`src/uart_frame_pkg.sv`:
```
`default_nettype none

package uart_frame_pkg;

	//------------------------------------------------------------
	// widths
	//------------------------------------------------------------
	typedef logic [15:0] sample_t;		// one payload word
	typedef logic [7:0]  byte_t;		// one byte on the serial line

	// mode byte expected by the pc viewer, 1 = image stream
	localparam byte_t FRAME_MODE = 8'h01;

	//------------------------------------------------------------
	// fsm encodings
	//------------------------------------------------------------
	typedef enum logic [2:0] {
		S_IDLE,			// wait for a word in the fifo
		S_HEADER,		// load mode / ~mode
		S_FETCH,		// one rd handshake
		S_TRAILER,		// load ~mode / mode
		S_SEND			// two bytes to the uart
	} sender_state_t;

	typedef enum logic [1:0] {
		C_WAIT_IN,		// idle, waiting on in_req
		C_PUSH,			// write handshake with the fifo
		C_RELEASE		// in_ack high until in_req drops
	} capture_state_t;

	typedef enum logic [1:0] {
		TX_IDLE,
		TX_START,
		TX_DATA,
		TX_STOP
	} tx_state_t;

endpackage

`default_nettype wire

```
`src/word_if.sv`:
```
`timescale 1ns/1ps
`default_nettype none

interface word_if;
	import uart_frame_pkg::*;

	logic		req;		// requester -> responder
	logic		ack;		// responder -> requester
	logic		ready;		// fifo has space (wr) or holds a word (rd)
	wire sample_t	data;		// owned by the side that carries the payload

	// write side: requester drives data
	// read side: responder drives data
	modport requester (
		output	req,
		input	ack,
		input	ready,
		inout	data
	);

	modport responder (
		input	req,
		output	ack,
		output	ready,
		inout	data
	);

endinterface

`default_nettype wire

```
`src/word_capture.sv`:
```
`timescale 1ns/1ps
`default_nettype none

module word_capture (
	input  wire				SYS_CLK,
	input  wire				RST_N,
	input  wire				in_req,
	output logic				in_ack,
	input  wire uart_frame_pkg::sample_t	in_data,
	word_if.requester			wr
);
	import uart_frame_pkg::*;

	capture_state_t	state;
	sample_t	word_q;			// stable for the whole wr handshake

	assign wr.data = word_q;

	// payload taken on the in_req edge seen in C_WAIT_IN
	always_ff @(posedge SYS_CLK) begin
		if (state == C_WAIT_IN && in_req) begin
			word_q <= in_data;
		end
	end

	//------------------------------------------------------------
	// handshake fsm
	//------------------------------------------------------------
	always_ff @(posedge SYS_CLK or negedge RST_N) begin
		if (!RST_N) begin
			state  <= C_WAIT_IN;
			in_ack <= 1'b0;
			wr.req <= 1'b0;
		end else begin
			case (state)
				C_WAIT_IN: begin
					if (in_req) begin		// new word from outside
						state <= C_PUSH;
					end
				end
				C_PUSH: begin
					if (wr.req && wr.ack) begin	// word is in the fifo
						wr.req <= 1'b0;
						in_ack <= 1'b1;
						state  <= C_RELEASE;
					end else if (!wr.req && !wr.ack && wr.ready) begin
						wr.req <= 1'b1;		// full fifo stalls here
					end
				end
				C_RELEASE: begin
					if (!in_req) begin		// source done so phase 4 closes
						in_ack <= 1'b0;
						state  <= C_WAIT_IN;
					end
				end
				default: state <= C_WAIT_IN;
			endcase
		end
	end

	// rule 1 of the four-phase link
	a_wr_req_ready: assert property (@(posedge SYS_CLK) disable iff (!RST_N)
		$rose(wr.req) |-> wr.ready);

endmodule

`default_nettype wire

```
`src/word_fifo.sv`:
```
`timescale 1ns/1ps
`default_nettype none

module word_fifo #(
	parameter int FIFO_DEPTH = 8		// power of two
) (
	input  wire		SYS_CLK,
	input  wire		RST_N,
	word_if.responder	wr,
	word_if.responder	rd
);
	import uart_frame_pkg::*;

	localparam int		AW       = $clog2(FIFO_DEPTH);
	localparam logic [AW:0]	FULL_CNT = (AW + 1)'(FIFO_DEPTH);

	sample_t	mem [FIFO_DEPTH];
	logic [AW-1:0]	wr_ptr;			// wraps on its own
	logic [AW-1:0]	rd_ptr;
	logic [AW:0]	count;			// words stored
	sample_t	rd_q;			// read word, valid while rd.ack
	logic		wr_do;
	logic		rd_do;

	assign wr.ready = (count != FULL_CNT);
	assign rd.ready = (count != '0);
	assign rd.data  = rd_q;

	// the transfer happens on the req edge, before ack goes up
	assign wr_do = wr.req && !wr.ack;
	assign rd_do = rd.req && !rd.ack;

	//------------------------------------------------------------
	// write port
	//------------------------------------------------------------
	always_ff @(posedge SYS_CLK or negedge RST_N) begin
		if (!RST_N) begin
			wr.ack <= 1'b0;
			wr_ptr <= '0;
		end else begin
			if (wr_do) begin
				wr.ack <= 1'b1;
				wr_ptr <= wr_ptr + 1'b1;
			end else if (!wr.req) begin
				wr.ack <= 1'b0;		// one cycle after req falls
			end
		end
	end

	//------------------------------------------------------------
	// read port
	//------------------------------------------------------------
	always_ff @(posedge SYS_CLK or negedge RST_N) begin
		if (!RST_N) begin
			rd.ack <= 1'b0;
			rd_ptr <= '0;
		end else begin
			if (rd_do) begin
				rd.ack <= 1'b1;
				rd_ptr <= rd_ptr + 1'b1;
			end else if (!rd.req) begin
				rd.ack <= 1'b0;
			end
		end
	end

	// fill level, both ports may fire in one cycle
	always_ff @(posedge SYS_CLK or negedge RST_N) begin
		if (!RST_N) begin
			count <= '0;
		end else begin
			count <= count + {{AW{1'b0}}, wr_do} - {{AW{1'b0}}, rd_do};
		end
	end

	// storage
	always_ff @(posedge SYS_CLK) begin
		if (wr_do) begin
			mem[wr_ptr] <= wr.data;
		end
		if (rd_do) begin
			rd_q <= mem[rd_ptr];
		end
	end

	a_no_write_full: assert property (@(posedge SYS_CLK) disable iff (!RST_N)
		wr_do |-> (count != FULL_CNT));

	a_no_read_empty: assert property (@(posedge SYS_CLK) disable iff (!RST_N)
		rd_do |-> (count != '0));

endmodule

`default_nettype wire

```
`src/frame_sender.sv`:
```
`timescale 1ns/1ps
`default_nettype none

module frame_sender #(
	parameter int FRAME_WORDS = 4		// payload words per frame
) (
	input  wire				SYS_CLK,
	input  wire				RST_N,
	word_if.requester			rd,
	output uart_frame_pkg::byte_t		tx_data,
	output logic				tx_req,
	input  wire				tx_busy
);
	import uart_frame_pkg::*;

	localparam int			CW        = $clog2(FRAME_WORDS + 1);
	localparam logic [CW-1:0]	LAST_WORD = CW'(FRAME_WORDS);

	sender_state_t	state;
	sample_t	send_data;		// byte pair with [7:0] going out first
	logic [2:0]	step;			// position in the two-byte sequence
	logic [CW-1:0]	word_cnt;		// payload words sent this frame
	logic		trailer_sent;		// current pair closes the frame

	//------------------------------------------------------------
	// byte pair to send
	//------------------------------------------------------------
	always_ff @(posedge SYS_CLK) begin
		case (state)
			S_HEADER:  send_data <= {~FRAME_MODE, FRAME_MODE};	// 01 then fe
			S_TRAILER: send_data <= {FRAME_MODE, ~FRAME_MODE};	// fe then 01
			S_FETCH: begin
				if (rd.req && rd.ack) begin
					send_data <= rd.data;	// valid while ack high
				end
			end
			default: ;
		endcase
	end

	//------------------------------------------------------------
	// frame fsm
	//------------------------------------------------------------
	always_ff @(posedge SYS_CLK or negedge RST_N) begin
		if (!RST_N) begin
			state        <= S_IDLE;
			step         <= 3'd0;
			word_cnt     <= '0;
			trailer_sent <= 1'b0;
			rd.req       <= 1'b0;
			tx_req       <= 1'b0;
			tx_data      <= 8'hff;
		end else begin
			case (state)
				S_IDLE: begin
					if (rd.ready) begin		// fifo holds a word
						state <= S_HEADER;
					end
				end
				S_HEADER: begin
					word_cnt     <= '0;
					trailer_sent <= 1'b0;
					step         <= 3'd0;
					state        <= S_SEND;
				end
				S_FETCH: begin
					if (rd.req && rd.ack) begin
						rd.req   <= 1'b0;
						word_cnt <= word_cnt + 1'b1;
						step     <= 3'd0;
						state    <= S_SEND;
					end else if (!rd.req && !rd.ack && rd.ready) begin
						rd.req <= 1'b1;		// waits here while fifo empty
					end
				end
				S_TRAILER: begin
					trailer_sent <= 1'b1;
					step         <= 3'd0;
					state        <= S_SEND;
				end
				S_SEND: begin
					case (step)
						3'd0: begin
							if (!tx_busy) begin
								tx_data <= send_data[7:0];
								tx_req  <= 1'b1;
								step    <= 3'd1;
							end
						end
						3'd1: begin
							if (tx_busy) begin	// low byte latched
								tx_data <= send_data[15:8];
								step    <= 3'd2;
							end
						end
						3'd2: begin
							if (!tx_busy) begin	// uart picks up high byte next
								step <= 3'd3;
							end
						end
						3'd3: begin
							if (tx_busy) begin
								tx_req <= 1'b0;
								step   <= 3'd4;
							end
						end
						3'd4: begin
							if (!tx_busy) begin	// pair done
								step <= 3'd0;
								if (trailer_sent) begin
									state <= S_IDLE;
								end else if (word_cnt == LAST_WORD) begin
									state <= S_TRAILER;
								end else begin
									state <= S_FETCH;
								end
							end
						end
						default: step <= 3'd0;
					endcase
				end
				default: state <= S_IDLE;
			endcase
		end
	end

	// uart still busy with the second byte when req drops
	a_req_held: assert property (@(posedge SYS_CLK) disable iff (!RST_N)
		$fell(tx_req) |-> tx_busy);

	a_rd_req_ready: assert property (@(posedge SYS_CLK) disable iff (!RST_N)
		$rose(rd.req) |-> rd.ready);

endmodule

`default_nettype wire

```
`src/uart_tx.sv`:
```
`timescale 1ns/1ps
`default_nettype none

module uart_tx #(
	parameter int CLKS_PER_BIT = 8		// SYS_CLK cycles per bit
) (
	input  wire				SYS_CLK,
	input  wire				RST_N,
	input  wire				tx_req,
	input  wire uart_frame_pkg::byte_t	tx_data,
	output logic				tx_busy,
	output logic				txd
);
	import uart_frame_pkg::*;

	localparam int			CW       = $clog2(CLKS_PER_BIT + 1);
	localparam logic [CW-1:0]	BIT_LAST = CW'(CLKS_PER_BIT - 1);

	tx_state_t	state;
	logic [CW-1:0]	clk_cnt;		// position inside one bit
	logic [2:0]	bit_idx;		// data bit on the line
	byte_t		shreg;			// lsb is next out
	logic		bit_end;

	assign bit_end = (clk_cnt == BIT_LAST);

	// bit period counter, held at 0 while idle
	always_ff @(posedge SYS_CLK or negedge RST_N) begin
		if (!RST_N) begin
			clk_cnt <= '0;
		end else if (state == TX_IDLE || bit_end) begin
			clk_cnt <= '0;
		end else begin
			clk_cnt <= clk_cnt + 1'b1;
		end
	end

	always_ff @(posedge SYS_CLK) begin
		if (state == TX_IDLE && tx_req) begin
			shreg <= tx_data;
		end else if (bit_end && (state == TX_START || state == TX_DATA)) begin
			shreg <= {1'b0, shreg[7:1]};
		end
	end

	//------------------------------------------------------------
	// line fsm, start + 8 data + stop
	//------------------------------------------------------------
	always_ff @(posedge SYS_CLK or negedge RST_N) begin
		if (!RST_N) begin
			state   <= TX_IDLE;
			bit_idx <= 3'd0;
			tx_busy <= 1'b0;
			txd     <= 1'b1;		// line idles high
		end else begin
			case (state)
				TX_IDLE: begin
					if (tx_req) begin
						tx_busy <= 1'b1;
						txd     <= 1'b0;	// start bit
						state   <= TX_START;
					end
				end
				TX_START: begin
					if (bit_end) begin
						txd     <= shreg[0];
						bit_idx <= 3'd0;
						state   <= TX_DATA;
					end
				end
				TX_DATA: begin
					if (bit_end) begin
						if (bit_idx == 3'd7) begin
							txd   <= 1'b1;	// stop bit
							state <= TX_STOP;
						end else begin
							txd     <= shreg[0];
							bit_idx <= bit_idx + 1'b1;
						end
					end
				end
				TX_STOP: begin
					if (bit_end) begin	// busy low at least one cycle
						tx_busy <= 1'b0;
						state   <= TX_IDLE;
					end
				end
				default: state <= TX_IDLE;
			endcase
		end
	end

	a_idle_high: assert property (@(posedge SYS_CLK) disable iff (!RST_N)
		!tx_busy |-> txd);

endmodule

`default_nettype wire

```
`src/uart_frame_top.sv`:
```
`timescale 1ns/1ps
`default_nettype none

module uart_frame_top #(
	parameter int FRAME_WORDS  = 4,
	parameter int FIFO_DEPTH   = 8,
	parameter int CLKS_PER_BIT = 8
) (
	input  wire				SYS_CLK,
	input  wire				RST_N,
	input  wire				in_req,
	output wire				in_ack,
	input  wire uart_frame_pkg::sample_t	in_data,
	output wire				txd
);
	import uart_frame_pkg::*;

	//------------------------------------------------------------
	// internal links
	//------------------------------------------------------------
	word_if wr_link ();			// capture -> fifo
	word_if rd_link ();			// fifo -> sender

	wire byte_t	tx_data;		// sender -> uart byte
	wire		tx_req;
	wire		tx_busy;

	word_capture u_capture (
		.SYS_CLK	(SYS_CLK),
		.RST_N		(RST_N),
		.in_req		(in_req),
		.in_ack		(in_ack),
		.in_data	(in_data),
		.wr		(wr_link.requester)
	);

	word_fifo #(
		.FIFO_DEPTH	(FIFO_DEPTH)
	) u_fifo (
		.SYS_CLK	(SYS_CLK),
		.RST_N		(RST_N),
		.wr		(wr_link.responder),
		.rd		(rd_link.responder)
	);

	frame_sender #(
		.FRAME_WORDS	(FRAME_WORDS)
	) u_sender (
		.SYS_CLK	(SYS_CLK),
		.RST_N		(RST_N),
		.rd		(rd_link.requester),
		.tx_data	(tx_data),
		.tx_req		(tx_req),
		.tx_busy	(tx_busy)
	);

	uart_tx #(
		.CLKS_PER_BIT	(CLKS_PER_BIT)
	) u_uart (
		.SYS_CLK	(SYS_CLK),
		.RST_N		(RST_N),
		.tx_req		(tx_req),
		.tx_data	(tx_data),
		.tx_busy	(tx_busy),
		.txd		(txd)
	);

endmodule

`default_nettype wire

```
`config.mk`:
```
export PLATFORM = sky130hd
export DESIGN_NAME = uart_frame_top
export DESIGN_NICKNAME = d
export VERILOG_FILES = /design/src/uart_frame_pkg.sv /design/src/word_if.sv /design/src/word_capture.sv /design/src/word_fifo.sv /design/src/frame_sender.sv /design/src/uart_tx.sv /design/src/uart_frame_top.sv
export SDC_FILE = /design/constraint.sdc
export NUM_CORES = 1
export LEC_CHECK = 0
export BUFFER_PORTS_ARGS = -buffer_cell sky130_fd_sc_hd__buf_2
export CORE_AREA = 2 2 133 135
export DETAILED_ROUTE_END_ITERATION = 7
export DIE_AREA = 0 0 135 137
export PLACE_DENSITY = 0.78
export SLEW_MARGIN = 25
export SYNTH_ARGS = -nofsm -noshare
export SYNTH_HDL_FRONTEND = slang
export SYNTH_SLANG_ARGS = --single-unit
```
`constraint.sdc`:
```
create_clock -name SYS_CLK -period 5.1 [get_ports SYS_CLK]
set_input_delay 0.255 -clock SYS_CLK [delete_from_list [all_inputs] [get_ports SYS_CLK]]
set_output_delay 0.255 -clock SYS_CLK [all_outputs]
set_load 0.005 [all_outputs]
```
==> impl_metrics.yaml, run 1 <==
status:
  outcome: "finished clean"
global_route:
  grt_pass1_wl_mm: 25.8
  grt_max_degree: 48
  antenna_found_initial: 0
  grt_pass1_vias: 4981
  grt.total_usage_pct: 18.0
  overflow: 0
floorplanning:
  die_x_um: 135
  core_area_mm2: 0.0171
  initial_core_util_pct: 54.1
  fp.dieH_um: 137
  die_area_mm2: 0.0185
  io_pins: 21
  rows: 48
placement:
  place_area_mm2: 0.00960
  gp_congestion: 0.749
  port_buffers: 20
  dp_slack_ps: 2790
  hpwlAfterDp_mm: 9.48
clock_tree:
  cts_resized: 0
  clk_pin_slew_ps: 60
  cts_buffers: 24
  insertion_delay_ps: 510
  cts_buffer_depth: 3
  clockRootBuffer: "clkbuf_16"
  h-tree-depth: 1
  tritoncts: "yes"
  cts_num_sinks: 231
  cts_setup_buffers: 0
pwr:
  vdd.ir_drop.worst_mv: 0.338
  powerDensity_mw_per_mm2: 500
  leakage_uw: 0.00372
detailed_routing:
  wl_per_cell_um: 18.8
  drt-initial-drc-count: 391
  drt-pass1-iter-count: 5
  vias_per_cell: 5.57
  ant_nets: 0
  drcViolationCount: 0
  drt_wl_total_mm: 15.7
  dr_total_vias: 4666
job:
  maxCapViolCount: 0
final_layout:
  area_delta_synth_final_pct: 14.5
  drive_gt1_share_pct: 23.4
  final_cell_area_mm2: 0.0106
  n_fill_cell: 1210
  fin_nets: 632
  regArea_mm2: 0.00671
  multi_input_area_mm2: 0.00230
  fin_util_pct: 62.0
  antenna_cells: 0
sta:
  hold_viol: 0
  finalSetupTns_ps: 0
  tightest_slew_ps: 790
  finClkSkew_ps: 7.64
  fin_ws_ps: 2770
  post-route-period-util_pct: 45.7
  maxSlewViolCount: 0
  slew_headroom_pct: 47.3
  timing.fmax_mhz: 429
  whs_ps: 379
  final-setup-viol-count: 0
  rsz0062_at_grt: "false"
  period_needed_ps: 2330
setup_path:
  cp_max_fo: 28
  arrival_ps: 2770
  cp-start-kind: "flop"
  crit_path_end_kind: "flop"
  critical_path_required_ps: 5530
  criticalPathCategory: "flop to flop"
yosys:
  synthCells: 543
  synth.avg_cell_area_um2: 17.0
  synthArstFlopShare_pct: 20.3
  ys.flop_type: "edfxtp_1"
  ys_ff_latch: 231
  syn_nets: 581
  yosysWarnings: 0
  synth_edf_count: 184
  syn_area_mm2: 0.00923
  yosysSeqAreaShare_pct: 72.7
  ys_types: 48
hold_path:
  worstHoldPathType: "input pin to async pin"
-- routing by layer --
layer / vias to the layer above / GRT usage [%] / share of wire (%)
li1: 2151 / - / -
met1: 2374 / 23.9 / 43
met2: 111 / 31.2 / 51
met3: 30 / 2.70 / 4.2
met4: 0 / 5.79 / 2.1
met5: - / 0 / 0
-- area by class of cell --
class / instances / area share, %
Sequential cell: 231 / 63.5
Multi-Input combinational cell: 260 / 21.8
Clock buffer: 35 / 6.56
Timing Repair Buffer: 52 / 3.65
Tap cell: 225 / 2.66
Clock inverter: 9 / 0.912
Inverter: 25 / 0.888
-- Yosys cell counts, types with 5 or more instances --
library cell	number	area [um2]
dfstp_2	9	236
nand2_1	24	90.1
clkbuf_1	17	63.8
mux2i_1	10	100
mux2_2	25	282
o21ai_0	22	110
ha_1	18	225
nor2_1	44	165
mux4_2	32	721
nand2b_1	8	50.1
nor3_1	5	25.0
dfrtp_1	38	951
a21oi_1	18	90.1
edfxtp_1	184	5530
inv_1	25	93.8
-- cell usage in the layout, fill, tap and decap left out, drive strengths merged, types with 3 or more instances in the layout --
cell,n
nand3,3
xor2,4
mux4,32
nor4b,3
a22o,4
edfxtp,184
a21oi,20
inv,26
mux2i,10
buf,34
nor2,44
ha,18
dfrtp,38
a31oi,3
o21ai,22
o22ai,3
nor2b,4
xnor2,4
nand2b,8
nand2,24
dfstp,9
dlygate4sd3,18
clkbuf,35
nor3,5
mux2,25
clkinv,6
-- power by group --
part	total (uW)	switching (uW)	internal, uW
registers	2710	230	2480
logic	848	476	372
clock network	1720	680	1040
total	5280	1390	3900
-- state kept, by name, indices dropped and copies added (netlist names), 2 cells and up --
name                cells
u_capture.state         2
u_capture.wr.data      16
u_fifo.count            4
u_fifo.mem            128
u_fifo.rd.data         16
u_fifo.rd_ptr           3
u_fifo.wr_ptr           3
u_sender.send_data     16
u_sender.state          3
u_sender.step           3
u_sender.tx_data        8
u_sender.word_cnt       3
u_uart.bit_idx          3
u_uart.clk_cnt          4
u_uart.shreg            8
u_uart.state            2
-- cell families after synthesis --
logic type	after synthesis	synth area share, %
compound gates	61	3.94
xor+xnor	8	0.759
fa+ha+maj	19	2.66
buf+inv	52	2.45
flops	231	72.7
mux	67	11.9
simple gates	105	5.54
-- timing repair --
action / 4_1_cts / 5_1_grt
endpoints found under the hold margin: 55 / 0
setup endpoints to repair: 0 / 0
hold buffers: 18 / 0
-- worst paths after layout --
| path | startpoint | to | slack [ps] | cells after the start |
|---|---|---|---|---|
| worst max-delay path | u_sender.state[0]$_DFFE_PN0P_ | u_sender.tx_data[0]$_DFFE_PN1P_ | 2770 | 4 |
| worst min-delay path | RST_N | u_uart.bit_idx[2]$_DFFE_PN0P_ | 380 | 3 |
| worst max register to register | u_sender.state[0]$_DFFE_PN0P_ | u_sender.tx_data[0]$_DFFE_PN1P_ | 2770 | 4 |
| worst min register to register | u_capture.wr.req$_DFFE_PN0P_ | u_fifo.wr.ack$_DFFE_PN0P_ | 460 | 0 |
| max in group asynchronous | RST_N | u_fifo.rd_ptr[0]$_DFFE_PN0P_ | 4290 | 3 |
| min in group SYS_CLK | u_capture.wr.req$_DFFE_PN0P_ | u_fifo.wr.ack$_DFFE_PN0P_ | 460 | 0 |
-- metrics by stage --
| stage | total power (uW) | cells |
|---|---|---|
| finish | 5280 | 837 |
| global route | 5540 | 837 |
| CTS | 5330 | 837 |
| detailed placement | 3590 | 775 |
| global placement | 3510 | 775 |
| floorplan | 3330 | 543 |
-- worst max-delay path: stages, from the launching register on --
cell     delay, ps
dfrtp_1        660
or3b_1         630
nor4_4         700
nor2_1         120
a21oi_1        150
(Power assumes the default switching activity.)
==> run 2, diff against run 1 <==
- ABC_AREA: default -> 1
- CORE_AREA: 2 2 133 135 -> 2 2 134 136
- DIE_AREA: 0 0 135 137 -> 0 0 136 138
- PLACE_DENSITY: 0.78 -> 0.8
- clock period: 5.1 -> 2.1 ns (I/O delays scaled with it)
==> impl_metrics.yaml, run 2 <==
global_route:
  overflow: 0
  grt_pass1_wl_mm: 26.0
  grt_max_degree: 67
  grt_pass1_vias: 5484
  antenna_found_initial: 0
  grt.total_usage_pct: 17.4
clock_tree:
  cts_buffers: 23
  tritoncts: "yes"
  cts_hold_buf: 18
  cts_setup_buffers: 0
  clk_pin_slew_ps: 60
  cts_buffer_depth: 3
  clockRootBuffer: "clkbuf_16"
  insertion_delay_ps: 520
  h-tree-depth: 1
  cts_num_sinks: 231
  cts_resized: 0
pwr:
  vdd.ir_drop.worst_mv: 0.853
  powerDensity_mw_per_mm2: 1430
  leakage_uw: 0.00419
  p_total_uw: 15400
setup_path:
  cp_common_cell: "inv_1"
  worstRegToRegCells: 4
  critical_path.slowest_cell: "o21ai_1"
  crit_path_end_kind: "flop"
  timing.rr.start: "u_uart.state[0]$_DFFE_PN0P_"
  reg2reg_slack_ps: 320
  cp_max_fo: 8
  arrival_ps: 1920
  worstPathCellList: "inv_1, ha_1, inv_1, o21ai_1"
  critical_path_required_ps: 2240
  slowest_delay_ps: 540
  cp-start-kind: "flop"
  rr_endpoint: "u_uart.shreg[5]$_DFFE_PP_"
  criticalPathCategory: "flop to flop"
job:
  maxCapViolCount: 0
status:
  outcome: "finished clean"
final_layout:
  fin_nets: 849
  largest_reg_flops: 128
  antenna_cells: 0
  area_delta_synth_final_pct: 14.4
  final_cell_mix: "edfxtp_1 (184), nand2_1 (158), nor2_1 (80), o21ai_0 (63), inv_1 (48)"
  n_fill_cell: 1324
  layout.cells.most_common: "edfxtp_1"
  drive_gt1_share_pct: 12.3
  regMostFlops: "u_fifo.mem"
sta:
  finClkSkew_ps: 20.3
  period_needed_ps: 1780
  slew_headroom_pct: 56.0
  post-route-period-util_pct: 84.8
  rsz0062_at_grt: "false"
  fin_ws_ps: 320
  maxSlewViolCount: 0
  tightest_slew_ps: 655
  final-setup-viol-count: 0
  whs_ps: 68.1
  timing.fmax_mhz: 562
  hold_viol: 0
yosys:
  synthArstFlopShare_pct: 20.3
  yosysTopAreaCell: "edfxtp_1"
  syn_nets: 786
  ys_top_cells_by_count: "edfxtp_1 (184), nand2_1 (158), nor2_1 (82), o21ai_0 (64), inv_1 (48)"
  ys.flop_type: "edfxtp_1"
  yosysSeqAreaShare_pct: 71.6
  synth.avg_cell_area_um2: 12.5
  ys_types: 34
  ys_ff_latch: 231
  synth_area_leaders: "edfxtp_1 (59%), dfrtp_1 (10%), nand2_1 (6.3%), mux2i_1 (3.4%), o21ai_0 (3.4%)"
  yosysWarnings: 0
  synthCells: 748
  synth_top_area_share_pct: 59.0
  syn_area_mm2: 0.00937
  synth_most_common_cell: "edfxtp_1"
  synth_edf_count: 184
detailed_routing:
  drt-initial-drc-count: 448
  dr_total_vias: 5524
  wl_per_cell_um: 15.0
  met3WireLength_um: 926
  drt-pass1-iter-count: 5
  ant_nets: 0
  vias_per_cell: 5.23
  met1_length_mm: 6.57
  top_layer: "met4"
  wl_met2_mm: 8.07
  drt_wl_total_mm: 15.9
  drcViolationCount: 0
floorplanning:
  initial_core_util_pct: 53.4
  rows: 49
  die_area_mm2: 0.0188
  io_pins: 21
  fp.dieH_um: 138
  core_area_mm2: 0.0175
  die_x_um: 136
hold_path:
  worstHoldPathType: "input pin to async pin"
placement:
  port_buffers: 20
  dp_slack_ps: 26.1
  gp_congestion: 0.805
  hpwlAfterDp_mm: 9.65
==> run 2: layout make-up <==
type	count	area, um2	area share, %
Clock inverter	14	80.1	0.747
Clock buffer	28	594	5.54
Inverter	52	198	1.84
Multi-Input combinational cell	439	2350	21.9
Timing Repair Buffer	64	500	4.67
Tap cell	229	287	2.67
Sequential cell	231	6710	62.6
==> run 2: metal layers <==
layer	vias up	track usage (%)
li1	2738	-
met1	2591	21.9
met2	163	30.4
met3	32	3.19
met4	0	5.54
met5	-	0
==> run 2: where the power goes <==
part | internal (uW) | leakage, uW | total (uW) | switching, uW
clock | 2030 | 0.000334 | 3670 | 1640
sequential | 6470 | 0.00223 | 7040 | 567
combinational | 1670 | 0.00162 | 4670 | 3000
==> run 2: metrics by stage <==
| stage | utilization [%] | cells | TNS, ps | cell area [um2] |
|---|---|---|---|---|
| global placement | 56.3 | 997 | 0 | 9870 |
| CTS | 61.1 | 1057 | 0 | 10700 |
| global route | 61.2 | 1057 | 0 | 10700 |
| finish | 61.2 | 1057 | 0 | 10700 |
| detailed placement | 56.3 | 997 | 0 | 9870 |
| floorplan | - | 748 | -2080 | 9380 |
==> run 2: how the worst max path moves through the flow <==
stage | startpoint | end | slack [ps] | cells after the start
after detailed placement | u_uart.state[0]$_DFFE_PN0P_ | u_uart.shreg[5]$_DFFE_PP_ | 30 | 4
after floorplan | u_capture.wr.req$_DFFE_PN0P_ | u_fifo.mem[4][0]$_DFFE_PP_ | -30 | 5
after global placement | u_uart.state[0]$_DFFE_PN0P_ | u_uart.shreg[4]$_DFFE_PP_ | 170 | 4
final | u_uart.state[0]$_DFFE_PN0P_ | u_uart.shreg[5]$_DFFE_PP_ | 320 | 4
after global routing | u_sender.state[0]$_DFFE_PN0P_ | u_sender.tx_data[3]$_DFFE_PN1P_ | 140 | 7
after CTS | u_uart.state[0]$_DFFE_PN0P_ | u_uart.shreg[0]$_DFFE_PP_ | 30 | 4
==> run 2: worst max-delay path, delay by kind of cell (launching register included) <==
kind            cells  cell delay, ps
compound gates      1             540
flops               1             390
fa+ha+maj           1             310
buf+inv             2             180
==> run 2: logic make-up (layout without fill, tap and decap cells) <==
family	Yosys count	in the layout	synth area share (%)
AND/OR/NAND/NOR	267	267	11.4
flip-flops	231	231	71.6
buffers and inverters	78	158	3.38
XOR/XNOR	6	6	0.561
adder cells (fa/ha/maj)	19	19	2.62
AO/OA/AOI/OAI	114	114	6.88
multiplexers	33	33	3.54
